==> config.mk <==
export PLATFORM = sky130hd
export DESIGN_NAME = renameCore
export DESIGN_NICKNAME = d
export VERILOG_FILES = /design/src/renamePkg.sv /design/src/renameLogicIF.sv /design/src/renameCore.sv /design/src/renameStage.sv /design/src/renameSerializer.sv /design/src/activeList.sv /design/src/renameMapTable.sv
export VERILOG_INCLUDE_DIRS = /design/src
export SDC_FILE = /design/constraint.sdc
export NUM_CORES = 1
export LEC_CHECK = 0
export ABC_AREA = 1
export BUFFER_PORTS_ARGS = -buffer_cell sky130_fd_sc_hd__buf_2
export CAP_MARGIN = 20
export CORE_MARGIN = 3
export CORE_UTILIZATION = 27
export DETAILED_ROUTE_END_ITERATION = 12
export GPL_TIMING_DRIVEN = 0
export PLACE_DENSITY_LB_ADDON = 0.2
export SLEW_MARGIN = 10
export SYNTH_ARGS = -nofsm -noshare
export SYNTH_HDL_FRONTEND = slang
export SYNTH_SLANG_ARGS = --single-unit
==> constraint.sdc <==
create_clock -name clk -period 11.55 [get_ports clk]
set_input_delay 1.155 -clock clk [delete_from_list [all_inputs] [get_ports clk]]
set_output_delay 1.155 -clock clk [all_outputs]
set_load 0.005 [all_outputs]
==> src/renameCore_settings.svh <==
/*
 Sizes of the rename subsystem. RN_PHY_REGS and RN_AL_DEPTH must be powers of two.
 RN_PHY_REGS must exceed RN_LOG_REGS so that the free list starts non-empty.
*/
`ifndef RENAMECORE_SETTINGS_SVH
`define RENAMECORE_SETTINGS_SVH

// Ops renamed per group
`define RN_WIDTH 2

// Architectural registers
`define RN_LOG_REGS 8

// Physical registers, the low ones identity mapped after reset
`define RN_PHY_REGS 16
`define RN_AL_DEPTH 8

`endif
==> src/renamePkg.sv <==
/*
 Types shared by the rename stage, the map table and the active list.
 Widths follow the sizes in the settings header.
*/
`include "renameCore_settings.svh"

package renamePkg;

    // Architectural register number
    typedef logic [$clog2(`RN_LOG_REGS)-1:0] LogRegNum;

    // Physical register number
    typedef logic [$clog2(`RN_PHY_REGS)-1:0] PhyRegNum;

    // Index into the active list
    typedef logic [$clog2(`RN_AL_DEPTH)-1:0] ActiveListPtr;

    // One extra bit so a full list reads as RN_AL_DEPTH
    typedef logic [$clog2(`RN_AL_DEPTH):0] ActiveListCount;

    // One renamed op waiting for commit
    typedef struct packed {
        LogRegNum logDst;
        PhyRegNum phyDst;
        // Goes back to the free list when this entry retires
        PhyRegNum phyPrevDst;
        logic writeReg;
    } ActiveListEntry;

endpackage

==> src/renameLogicIF.sv <==
/*
 Link between the rename stage and the map table.
 writeReg is expected to be qualified with the slot's valid bit.
 The map table outputs are combinational from the request signals.
*/
`timescale 1ns/1ps
`include "renameCore_settings.svh"

interface renameLogicIF;

    // Requests per slot
    renamePkg::LogRegNum logSrcA [`RN_WIDTH];
    renamePkg::LogRegNum logSrcB [`RN_WIDTH];
    renamePkg::LogRegNum logDst [`RN_WIDTH];
    logic writeReg [`RN_WIDTH];
    logic update [`RN_WIDTH];

    // Renamed results per slot
    renamePkg::PhyRegNum phySrcA [`RN_WIDTH];
    renamePkg::PhyRegNum phySrcB [`RN_WIDTH];
    renamePkg::PhyRegNum phyDst [`RN_WIDTH];
    renamePkg::PhyRegNum phyPrevDst [`RN_WIDTH];
    logic allocatable;

    // Register freed by commit
    logic freeValid;
    renamePkg::PhyRegNum freeReg;

    modport stage (
        output logSrcA, logSrcB, logDst, writeReg, update, freeValid, freeReg,
        input phySrcA, phySrcB, phyDst, phyPrevDst, allocatable
    );

    modport mapTable (
        input logSrcA, logSrcB, logDst, writeReg, update, freeValid, freeReg,
        output phySrcA, phySrcB, phyDst, phyPrevDst, allocatable
    );

endinterface

==> src/renameCore.sv <==
/*
 Two-wide register rename top level with plain ports.
 No flush or branch recovery. Upstream holds its inputs while stallUpper is high.
 commit retires one op per cycle and is ignored while the active list is empty.
*/
`timescale 1ns/1ps
`include "renameCore_settings.svh"

module renameCore (
    input logic clk,
    input logic rst,
    input logic opValid [`RN_WIDTH],
    input renamePkg::LogRegNum opSrcA [`RN_WIDTH],
    input renamePkg::LogRegNum opSrcB [`RN_WIDTH],
    input renamePkg::LogRegNum opDst [`RN_WIDTH],
    input logic opWriteReg [`RN_WIDTH],
    input logic opSerialized,
    input logic commit,
    output logic stallUpper,
    output logic outValid [`RN_WIDTH],
    output renamePkg::PhyRegNum outPhySrcA [`RN_WIDTH],
    output renamePkg::PhyRegNum outPhySrcB [`RN_WIDTH],
    output renamePkg::PhyRegNum outPhyDst [`RN_WIDTH],
    output renamePkg::PhyRegNum outPhyPrevDst [`RN_WIDTH],
    output renamePkg::ActiveListPtr outActiveListPtr [`RN_WIDTH],
    output renamePkg::ActiveListCount activeListCount
);

    renameLogicIF rl ();

    logic alPush [`RN_WIDTH];
    renamePkg::ActiveListEntry alEntry [`RN_WIDTH];
    renamePkg::ActiveListPtr alPushedPtr [`RN_WIDTH];
    logic alCommit;
    renamePkg::ActiveListEntry alHeadEntry;

    renameStage i_stage (
        .clk(clk),
        .rst(rst),
        .opValid(opValid),
        .opSrcA(opSrcA),
        .opSrcB(opSrcB),
        .opDst(opDst),
        .opWriteReg(opWriteReg),
        .opSerialized(opSerialized),
        .commit(commit),
        .rl(rl),
        .alPush(alPush),
        .alEntry(alEntry),
        .alPushedPtr(alPushedPtr),
        .alCount(activeListCount),
        .alCommit(alCommit),
        .alHeadEntry(alHeadEntry),
        .stallUpper(stallUpper),
        .outValid(outValid),
        .outPhySrcA(outPhySrcA),
        .outPhySrcB(outPhySrcB),
        .outPhyDst(outPhyDst),
        .outPhyPrevDst(outPhyPrevDst),
        .outActiveListPtr(outActiveListPtr)
    );

    renameMapTable i_mapTable (
        .clk(clk),
        .rst(rst),
        .rl(rl)
    );

    activeList i_activeList (
        .clk(clk),
        .rst(rst),
        .push(alPush),
        .entry(alEntry),
        .pushedPtr(alPushedPtr),
        .commit(alCommit),
        .headEntry(alHeadEntry),
        .count(activeListCount)
    );

endmodule

==> src/renameStage.sv <==
/*
 Rename stage. Holds one group and renames it when all resources are available.
 Results are combinational from the held group; outValid marks the renaming cycle.
 A serializing op is expected alone in slot 0.
*/
`timescale 1ns/1ps
`include "renameCore_settings.svh"

module renameStage (
    input logic clk,
    input logic rst,
    input logic opValid [`RN_WIDTH],
    input renamePkg::LogRegNum opSrcA [`RN_WIDTH],
    input renamePkg::LogRegNum opSrcB [`RN_WIDTH],
    input renamePkg::LogRegNum opDst [`RN_WIDTH],
    input logic opWriteReg [`RN_WIDTH],
    input logic opSerialized,
    input logic commit,
    renameLogicIF.stage rl,
    output logic alPush [`RN_WIDTH],
    output renamePkg::ActiveListEntry alEntry [`RN_WIDTH],
    input renamePkg::ActiveListPtr alPushedPtr [`RN_WIDTH],
    input renamePkg::ActiveListCount alCount,
    output logic alCommit,
    input renamePkg::ActiveListEntry alHeadEntry,
    output logic stallUpper,
    output logic outValid [`RN_WIDTH],
    output renamePkg::PhyRegNum outPhySrcA [`RN_WIDTH],
    output renamePkg::PhyRegNum outPhySrcB [`RN_WIDTH],
    output renamePkg::PhyRegNum outPhyDst [`RN_WIDTH],
    output renamePkg::PhyRegNum outPhyPrevDst [`RN_WIDTH],
    output renamePkg::ActiveListPtr outActiveListPtr [`RN_WIDTH]
);

    // Held group
    logic regValid [`RN_WIDTH];
    renamePkg::LogRegNum regSrcA [`RN_WIDTH];
    renamePkg::LogRegNum regSrcB [`RN_WIDTH];
    renamePkg::LogRegNum regDst [`RN_WIDTH];
    logic regWriteReg [`RN_WIDTH];
    logic regSerialized;

    logic update [`RN_WIDTH];
    renamePkg::ActiveListCount alNeed;
    logic groupValid;
    logic alRoom;
    logic resourceStall;
    logic serialize;

    always_ff @(posedge clk) begin
        if (rst) begin
            for (int i = 0; i < `RN_WIDTH; i++) begin
                regValid[i] <= 1'b0;
            end
        end else if (!stallUpper) begin
            regValid <= opValid;
        end
    end

    always_ff @(posedge clk) begin
        if (!stallUpper) begin
            regSrcA <= opSrcA;
            regSrcB <= opSrcB;
            regDst <= opDst;
            regWriteReg <= opWriteReg;
            regSerialized <= opSerialized;
        end
    end

    // Back-pressure uses only held state, never update
    always_comb begin
        alNeed = '0;
        groupValid = 1'b0;
        for (int i = 0; i < `RN_WIDTH; i++) begin
            if (regValid[i]) begin
                alNeed = alNeed + 1'b1;
                groupValid = 1'b1;
            end
        end
        alRoom = (alCount + alNeed) <= renamePkg::ActiveListCount'(`RN_AL_DEPTH);
        resourceStall = groupValid && (!rl.allocatable || !alRoom);
        stallUpper = resourceStall || serialize;
    end

    renameSerializer i_serializer (
        .clk(clk),
        .rst(rst),
        .stall(resourceStall),
        .activeListEmpty(alCount == '0),
        .serialized(regSerialized),
        .valid(regValid[0]),
        .serialize(serialize)
    );

    always_comb begin
        for (int i = 0; i < `RN_WIDTH; i++) begin
            update[i] = regValid[i] && !stallUpper;
            rl.update[i] = update[i];
            rl.logSrcA[i] = regSrcA[i];
            rl.logSrcB[i] = regSrcB[i];
            rl.logDst[i] = regDst[i];
            rl.writeReg[i] = regValid[i] && regWriteReg[i];

            alPush[i] = update[i];
            alEntry[i].logDst = regDst[i];
            alEntry[i].phyDst = rl.phyDst[i];
            alEntry[i].phyPrevDst = rl.phyPrevDst[i];
            alEntry[i].writeReg = regWriteReg[i];

            outValid[i] = update[i];
            outPhySrcA[i] = rl.phySrcA[i];
            outPhySrcB[i] = rl.phySrcB[i];
            outPhyDst[i] = rl.phyDst[i];
            outPhyPrevDst[i] = rl.phyPrevDst[i];
            outActiveListPtr[i] = alPushedPtr[i];
        end

        // Retire the head, its old mapping goes back to the free list
        alCommit = commit && (alCount != '0);
        rl.freeValid = alCommit && alHeadEntry.writeReg;
        rl.freeReg = alHeadEntry.phyPrevDst;
    end

endmodule

==> src/renameSerializer.sv <==
/*
 Holds the rename stage around a serializing op in slot 0.
 Assumes a serializing op always arrives alone in its group.
*/
`timescale 1ns/1ps

module renameSerializer (
    input logic clk,
    input logic rst,
    input logic stall,
    input logic activeListEmpty,
    input logic serialized,
    input logic valid,
    output logic serialize
);

    typedef enum logic {
        phaseNormal,
        // Own op renamed, waiting for it to commit
        phaseWaitOwn
    } SerialPhase;

    SerialPhase phase;
    SerialPhase nextPhase;

    always_ff @(posedge clk) begin
        if (rst) begin
            phase <= phaseNormal;
        end else if (!stall) begin
            phase <= nextPhase;
        end
    end

    always_comb begin
        serialize = 1'b0;
        nextPhase = phaseNormal;
        if (phase == phaseNormal) begin
            if (serialized && valid) begin
                // Older ops drain first, then the op renames alone
                serialize = !activeListEmpty;
                nextPhase = activeListEmpty ? phaseWaitOwn : phaseNormal;
            end
        end else begin
            serialize = !activeListEmpty;
            nextPhase = activeListEmpty ? phaseNormal : phaseWaitOwn;
        end
    end

endmodule

==> src/activeList.sv <==
/*
 In-order queue of renamed ops.
 Callers push only when there is room and commit only when count is nonzero.
 Pushes and the commit pop both show in count at the next edge.
*/
`timescale 1ns/1ps
`include "renameCore_settings.svh"

module activeList (
    input logic clk,
    input logic rst,
    input logic push [`RN_WIDTH],
    input renamePkg::ActiveListEntry entry [`RN_WIDTH],
    output renamePkg::ActiveListPtr pushedPtr [`RN_WIDTH],
    input logic commit,
    output renamePkg::ActiveListEntry headEntry,
    output renamePkg::ActiveListCount count
);

    renamePkg::ActiveListEntry entries [`RN_AL_DEPTH];
    renamePkg::ActiveListPtr head;
    renamePkg::ActiveListPtr tail;
    renamePkg::ActiveListCount pushCount;

    // Each pushing slot lands right after the older pushing slots
    always_comb begin
        pushCount = '0;
        for (int i = 0; i < `RN_WIDTH; i++) begin
            pushedPtr[i] = tail + renamePkg::ActiveListPtr'(pushCount);
            if (push[i]) begin
                pushCount = pushCount + 1'b1;
            end
        end
        headEntry = entries[head];
    end

    always_ff @(posedge clk) begin
        for (int i = 0; i < `RN_WIDTH; i++) begin
            if (push[i]) begin
                entries[pushedPtr[i]] <= entry[i];
            end
        end
    end

    always_ff @(posedge clk) begin
        if (rst) begin
            head <= '0;
            tail <= '0;
            count <= '0;
        end else begin
            tail <= tail + renamePkg::ActiveListPtr'(pushCount);
            if (commit) begin
                head <= head + 1'b1;
            end
            count <= count + pushCount - renamePkg::ActiveListCount'(commit);
        end
    end

endmodule

==> src/renameMapTable.sv <==
/*
 Register map table with a free-list FIFO.
 New destinations are taken in FIFO order, one per writing slot.
 The free list never overflows, since at most RN_PHY_REGS - RN_LOG_REGS are free.
*/
`timescale 1ns/1ps
`include "renameCore_settings.svh"

module renameMapTable (
    input logic clk,
    input logic rst,
    renameLogicIF.mapTable rl
);

    localparam int freeIdxBits = $clog2(`RN_PHY_REGS);
    localparam int initFreeRegs = `RN_PHY_REGS - `RN_LOG_REGS;

    renamePkg::PhyRegNum regMap [`RN_LOG_REGS];
    renamePkg::PhyRegNum freeList [`RN_PHY_REGS];
    logic [freeIdxBits-1:0] freeHead;
    logic [freeIdxBits-1:0] freeTail;
    logic [freeIdxBits:0] freeCount;

    logic [freeIdxBits-1:0] allocIdx;
    logic [freeIdxBits:0] need;
    logic [freeIdxBits:0] popCount;

    always_comb begin
        allocIdx = freeHead;
        need = '0;
        popCount = '0;
        for (int i = 0; i < `RN_WIDTH; i++) begin
            rl.phyDst[i] = freeList[allocIdx];
            rl.phySrcA[i] = regMap[rl.logSrcA[i]];
            rl.phySrcB[i] = regMap[rl.logSrcB[i]];
            rl.phyPrevDst[i] = regMap[rl.logDst[i]];

            // Older slots in the group override the table, youngest writer last
            for (int j = 0; j < i; j++) begin
                if (rl.writeReg[j] && rl.logDst[j] == rl.logSrcA[i]) begin
                    rl.phySrcA[i] = rl.phyDst[j];
                end
                if (rl.writeReg[j] && rl.logDst[j] == rl.logSrcB[i]) begin
                    rl.phySrcB[i] = rl.phyDst[j];
                end
                if (rl.writeReg[j] && rl.logDst[j] == rl.logDst[i]) begin
                    rl.phyPrevDst[i] = rl.phyDst[j];
                end
            end

            if (rl.writeReg[i]) begin
                allocIdx = allocIdx + 1'b1;
                need = need + 1'b1;
            end
            if (rl.update[i] && rl.writeReg[i]) begin
                popCount = popCount + 1'b1;
            end
        end
        rl.allocatable = freeCount >= need;
    end

    always_ff @(posedge clk) begin
        if (rst) begin
            for (int i = 0; i < `RN_LOG_REGS; i++) begin
                regMap[i] <= renamePkg::PhyRegNum'(i);
            end
            // Registers above the identity-mapped ones start out free
            for (int i = 0; i < `RN_PHY_REGS; i++) begin
                freeList[i] <= renamePkg::PhyRegNum'(`RN_LOG_REGS + i);
            end
            freeHead <= '0;
            freeTail <= (freeIdxBits)'(initFreeRegs);
            freeCount <= (freeIdxBits + 1)'(initFreeRegs);
        end else begin
            for (int i = 0; i < `RN_WIDTH; i++) begin
                if (rl.update[i] && rl.writeReg[i]) begin
                    regMap[rl.logDst[i]] <= rl.phyDst[i];
                end
            end
            if (rl.freeValid) begin
                freeList[freeTail] <= rl.freeReg;
                freeTail <= freeTail + 1'b1;
            end
            freeHead <= freeHead + popCount[freeIdxBits-1:0];
            freeCount <= freeCount + (freeIdxBits + 1)'(rl.freeValid) - popCount;
        end
    end

endmodule

Word level (Yosys, flattened, before mapping)
Memory sizes are Yosys's and may differ from the RTL's. A register that Yosys moved wholly into a read port is not among the register bits.
Cells that the tools add are included.
- logic and storage cells: 118
- memories kept: 3
- bits in writable memories: 192
- output and inout port bits: 45
- bits in registers: 47
- magnitude comparators: 2
- mux-type cells: 53
- eq/ne operators: 3
- reductions and logical operators: 24
- $add $sub $neg: 15
- memories (name ; words ; width ; read ports ; clocked after memory_dff ; wr ports ; RTL line ; RTL):
    i_activeList.entries ; 8 ; 12 ; 1 ; 1 ; 2 ; activeList.sv:20 ; renamePkg::ActiveListEntry entries [`RN_AL_DEPTH];
    i_mapTable.freeList ; 16 ; 4 ; 2 ; 1 ; 16 ; renameMapTable.sv:19 ; renamePkg::PhyRegNum freeList [`RN_PHY_REGS];
    i_mapTable.regMap ; 8 ; 4 ; 6 ; 6 ; 8 ; renameMapTable.sv:18 ; renamePkg::PhyRegNum regMap [`RN_LOG_REGS];
- operators with widths (cell ; count):
    $mux W4 ; 11
    $mux W1 ; 30
    $mux W3 ; 10
    $logic_and A1 B1 Y1 ; 13
    $add A4 B4 Y4 ; 3
    $reduce_or A4 Y1 ; 3
    $mux W5 ; 2
    $eq A3 B3 Y1 ; 3
    $add A1 B1 Y2 const B ; 4
    $add A4 B1 Y4 const B ; 2
    $add A5 B1 Y5 ; 1
    $ge A5 B5 Y1 ; 1
    $sub A5 B5 Y5 ; 1
    $le A4 B4 Y1 const B ; 1
    $logic_not A1 Y1 ; 4
    $logic_not A4 Y1 ; 1
    $reduce_bool A4 Y1 ; 1
    $sub A4 B1 Y4 ; 1
    $add A3 B1 Y3 ; 1
    $add A3 B1 Y3 const B ; 1
    $add A3 B3 Y3 ; 1
    $logic_or A1 B1 Y1 ; 2

Depth between registers and ports, before layout
- depth in word-level cells: 17
- depth in mapped cells: 26

Modules after synthesis
A second synthesis with hierarchy kept.
- cells, all modules: 2198
- area, all modules: 16295.6 µm²
- modules (own cells, without submodules) (module ; times used ; cells an instance ; area an instance (µm²) ; seq. area each (µm²)):
    renameMapTable ; 1 ; 1177 ; 8261.7 ; 3143.0
    activeList ; 1 ; 865 ; 6520.0 ; 3143.0
    renameStage ; 1 ; 144 ; 1451.4 ; 670.6
    renameSerializer ; 1 ; 12 ; 62.6 ; 20.0

Worst setup path after synthesis
No wires, ideal clock.
- kind: reg2out
- start point: reg i_stage.regValid[1] in the netlist's numbering
- end point: out outActiveListPtr[2] in the netlist's numbering
- data required time: 10395 ps
- path slack: 7450 ps
- arrival time: 2945 ps
- cell stages (with the launch flop): 20
- cells stage by stage: dfxtp_1 -> inv_1 -> ha_1 -> ha_1 -> inv_1 -> fa_1 -> inv_1 -> nor2_1 -> nand2_1 -> nand3_1 -> nand2_1 -> nand2_2 -> nand2_1 -> buf_2 -> nor2_2 -> ha_1 -> ha_1 -> or2_2 -> nand2_1 -> inv_1
- RTL lines (what ; RTL line ; RTL):
    start: declaration ; renameStage.sv:36 ; logic regValid [`RN_WIDTH];
    start signal: assignment ; renameStage.sv:56 ; regValid <= opValid;
    end: declaration ; renameCore.sv:25 ; output renamePkg::ActiveListPtr outActiveListPtr [`RN_WIDTH],

==> run summary <==
OUTCOME
-----------------------------------------------------------------------------------------------------------------
Status                                                                                                  completed

STA
-----------------------------------------------------------------------------------------------------------------
Clock period minus final worst setup slack                                                                5.33 ns
Final setup violating endpoints                                                                                 0
Actual transition at the worst max-transition pin                                                         1.00 ns
Number of hold violations in the final report                                                                   0
Max Fclk                                                                                                0.188 GHz
Slack of the critical path                                                                                6.22 ns
Remaining max-slew budget at the tightest pin                                                               32.9%
Final-layout setup total negative slack                                                                      0 ns
Unrepaired setup endpoints after global routing                                                             false
WHS                                                                                                      0.439 ns
Final period utilization                                                                                    46.1%
Post-route clock skew                                                                                   0.0362 ns
Final Max Tran Viols                                                                                            0

GLOBAL ROUTING
-----------------------------------------------------------------------------------------------------------------
Via count of the first global-routing pass                                                                 10,700
Congestion Overflow GR                                                                                          0
Global-route wire length before repair                                                               64,800 microns
Maximum number of pins on one net before global-route repair                                                   31
GRT Overall Usage                                                                                           16.9%
Antenna violations before repair                                                                                1

FINAL LAYOUT
-----------------------------------------------------------------------------------------------------------------
Antenna fix cells                                                                                               0
Share of post-route cells with drive strength above 1                                                       11.6%
Final-stage net count                                                                                       1,731
Number of filler cells placed in the layout                                                                 4,919
Signed area change from the synthesized netlist to the final layout                                         14.7%
Final instance area                                                                                  14,300 sq um

CLOCKING
-----------------------------------------------------------------------------------------------------------------
Clk buf depth                                                                                                   3
CTS tree                                                                                                    built
CTS clk-pin slew, worst paths                                                                             0.06 ns
Count of hold-fix buffers inserted at cts                                                                       0
PostCTS Resize Cnt                                                                                              0
Number of clock buffers inserted by TritonCTS                                                                  25
Clk_lat worst skew                                                                                        0.57 ns
Post-CTS Setup Repair Bufs                                                                                      0
Number of H-tree levels                                                                                         1
Root buffer selected by CTS                                                                          sky130_fd_sc_hd__clkbuf_16
Sinks on the clock net                                                                                        204

PLACE
-----------------------------------------------------------------------------------------------------------------
Number of I/O port buffers                                                                                     69
Routability Congestion                                                                                      0.912
Worst setup timing slack at the placement stage                                                           6.67 ns
DP Area                                                                                              13,600 sq um
Post-detailed-placement half-perimeter wirelength                                                    31,800 microns

SETUP PATH
-----------------------------------------------------------------------------------------------------------------
Crit path launch type                                                                                   flip-flop
Crit path capture type                                                                                output port
Category of the most critical setup path                                                                  reg2out
Max stage delay on crit path                                                                              0.41 ns
Worst reg-to-reg setup slack                                                                              6.72 ns
Endpoint required time on the critical path                                                              10.40 ns
Slowest stage cell, crit path                                                                        sky130_fd_sc_hd__dfxtp_1
Crit-path max FO                                                                                               10
Length in cells of the worst reg-to-reg path                                                                   25
Data arrival at the endpoint of the critical path                                                         4.17 ns
Start of the worst register-to-register path                                                         i_stage.regValid[1]$_SDFFE_PP0P_
Endpoint of the lowest-slack register-to-register path                                               i_mapTable.freeCount[4]$_SDFF_PP0_
Cell chain of the critical path                                                                      inv_1 -> ha_1 -> ha_1 -> inv_1 -> fa_1 -> inv_1 -> nor2_1 -> nand2_1 -> nand3_1 -> nand2_1 -> nand2_2 -> nand2_1 -> buf_2 -> nor2_2 -> ha_1 -> ha_1 -> or2_2 -> nand2_1 -> inv_1 -> buf_2

SYNTHESIS
-----------------------------------------------------------------------------------------------------------------
Cell type with the highest aggregate area in the netlist                                             sky130_fd_sc_hd__edfxtp_1
Complex-gate fraction of the synthesized area                                                               19.5%
Async set-or-reset flop fraction in the synthesized netlist                                                    0%
Commonest register cell after synthesis                                                              sky130_fd_sc_hd__edfxtp_1
Mux cell area share after synthesis                                                                        0.401%
Synthesis-stage register bit count                                                                            204
Post-synthesis simple-gate area fraction                                                                    20.7%
Top-area cell type share of the netlist area                                                                37.8%
Main combinational cell family by area after synthesis                                               simple AND/OR/NAND/NOR gates
Post-synth net total                                                                                        1,635
Post-Syn Area                                                                                        12,500 sq um
YS warnings                                                                                                     0
Synth area leaders                                                                                   sky130_fd_sc_hd__edfxtp_1 38%, sky130_fd_sc_hd__nand2_1 9.5%, sky130_fd_sc_hd__o21ai_0 9.1%
Instance count of the mapped netlist                                                                        1,569
Register area share after synthesis                                                                         45.3%
Area share of xor/xnor cells in the synthesized design                                                     0.822%
Count of distinct cell types in the synthesized netlist                                                        47
Post-synth EDFFs                                                                                              157
Arithmetic-cell share of the synthesized area counting full adders, half adders and majority gates          4.31%
Synthesized area divided by synthesized cell count                                                     7.95 sq um

WORST HOLD PATH
-----------------------------------------------------------------------------------------------------------------
Min-delay worst type                                                                                      reg2reg
Depth of the worst hold-timing path                                                                             1
Startpoint of the worst hold path                                                                    i_activeList.head[2]$_SDFFE_PP0P_
Destination of the worst hold path                                                                   i_activeList.head[2]$_SDFFE_PP0P_

DRT
-----------------------------------------------------------------------------------------------------------------
Routed length per placed instance                                                                    18.8 microns
ANT nets after route                                                                                            0
Vias after detailed routing                                                                                11,300
Number of detailed-route iterations in the first pass                                                           5
DRC violations left                                                                                             0
Routed wire length                                                                                   43,000 microns
Per-cell via count in the routed design                                                                      4.96
Initial DRC count                                                                                           1,089

FLOORPLANNING
-----------------------------------------------------------------------------------------------------------------
Top-level port count                                                                                           71
Number of rows created at floorplan                                                                            78
Overall die width                                                                                     221 microns
Die area                                                                                             48,800 sq um
Effective utilization at floorplan                                                                          27.4%
Core outline area                                                                                    45,500 sq um
Chip Height                                                                                           221 microns

PWR
-----------------------------------------------------------------------------------------------------------------
Pwr dens                                                                                              272 nW/um^2
Peak supply drop                                                                                         0.119 mV
Static Leakage                                                                                            5.74 nW

FLOW RUN
-----------------------------------------------------------------------------------------------------------------
Max-Cap Viols                                                                                                   0

-- cells in the mapped netlist, types with 7 or more instances --
cell                        instances
sky130_fd_sc_hd__nor3_1             9
sky130_fd_sc_hd__nand2_2           12
sky130_fd_sc_hd__buf_4             19
sky130_fd_sc_hd__inv_1            171
sky130_fd_sc_hd__o21ai_1           35
sky130_fd_sc_hd__inv_2              7
sky130_fd_sc_hd__dfxtp_1           47
sky130_fd_sc_hd__nand2_1          316
sky130_fd_sc_hd__o211ai_1          39
sky130_fd_sc_hd__nor2_4             9
sky130_fd_sc_hd__o21ai_0          228
sky130_fd_sc_hd__nand3_1           75
sky130_fd_sc_hd__a31oi_1           10
sky130_fd_sc_hd__buf_2             25
sky130_fd_sc_hd__ha_1              35
sky130_fd_sc_hd__o2111ai_1          8
sky130_fd_sc_hd__o22ai_1           14
sky130_fd_sc_hd__nor2_1           166
sky130_fd_sc_hd__a21oi_1           87
sky130_fd_sc_hd__clkbuf_1          33
sky130_fd_sc_hd__edfxtp_1         157
-- cells in the final DEF (no fill, tap or decap), drive strengths merged, types with 2 or more instances in the layout --
master,instances
or2,4
dfxtp,47
a211oi,3
nor3,10
clkbuf,63
nand2,333
o221ai,5
inv,180
o211ai,39
o2111ai,8
buf,119
xnor2,4
mux2i,5
nand3,76
o22ai,14
clkinv,11
nand4,6
xor2,6
o21ai,265
nand3b,2
a31oi,10
o32ai,4
a21o,2
a21oi,87
ha,35
edfxtp,157
fa,5
nor2,176
-- through the flow --
step,cells,util [%],power [mW]
finish,2281,31.5,3.89
global route,2281,31.5,4.20
CTS,2281,31.5,3.92
detailed placement,2238,29.9,3.17
global placement,2238,29.9,3.14
floorplan,1569,-,2.45
-- how the worst max path moves through the flow --
stage | depth (start not counted) | from | slack [ns] | endpoint
floorplan | 19 | i_stage.regValid[1]$_SDFFE_PP0P_ | 7.45 | outActiveListPtr[2]
global placement | 25 | i_stage.regValid[1]$_SDFFE_PP0P_ | 6.70 | i_mapTable.freeCount[4]$_SDFF_PP0_
detailed placement | 25 | i_stage.regValid[1]$_SDFFE_PP0P_ | 6.67 | i_mapTable.freeCount[4]$_SDFF_PP0_
CTS | 20 | i_stage.regValid[1]$_SDFFE_PP0P_ | 6.13 | outActiveListPtr[2]
global route | 20 | i_stage.regValid[1]$_SDFFE_PP0P_ | 5.90 | outActiveListPtr[2]
finish | 20 | i_stage.regValid[1]$_SDFFE_PP0P_ | 6.22 | outActiveListPtr[2]
-- critical path: cells and delay by family (launching register included) --
family                   cells  cell delay, ns
buffers and inverters        6            0.80
adder cells (fa/ha/maj)      5            1.31
flip-flops                   1            0.41
AND/OR/NAND/NOR              9            1.09
-- cells by family after synthesis --
group	Yosys count
flops	204
fa+ha+maj	40
mux	5
buf+inv	263
compound gates	440
simple gates	607
xor+xnor	10
-- routing by layer --
layer	part of all wire (%)	GRT usage, %	routed length, microns	vias up
met5	0	0	0	-
met4	2.6	5.53	1120	0
met3	5.8	2.07	2480	80
met2	46	27.7	19800	386
met1	46	23.2	19600	5320
li1	-	-	-	5522
-- area by class of cell --
type                       instances  area [sq um]  share of cell area (%)
timing repair buffer              69           345                    2.41
inverter                         180           681                    4.75
clock buffer                      30           644                    4.50
clock inverter                    13           100                   0.699
tap                              600           751                    5.24
buffer                            83           444                    3.10
multi-input combinational       1102          5700                    39.8
sequential                       204          5660                    39.5
-- power by group --
| part | switching, mW | internal, mW |
|---|---|---|
| registers | 0.128 | 1.01 |
| logic | 1.37 | 0.648 |
| clock network | 0.320 | 0.419 |
| total | 1.82 | 2.08 |
Power figures use the tool's default switching activity.
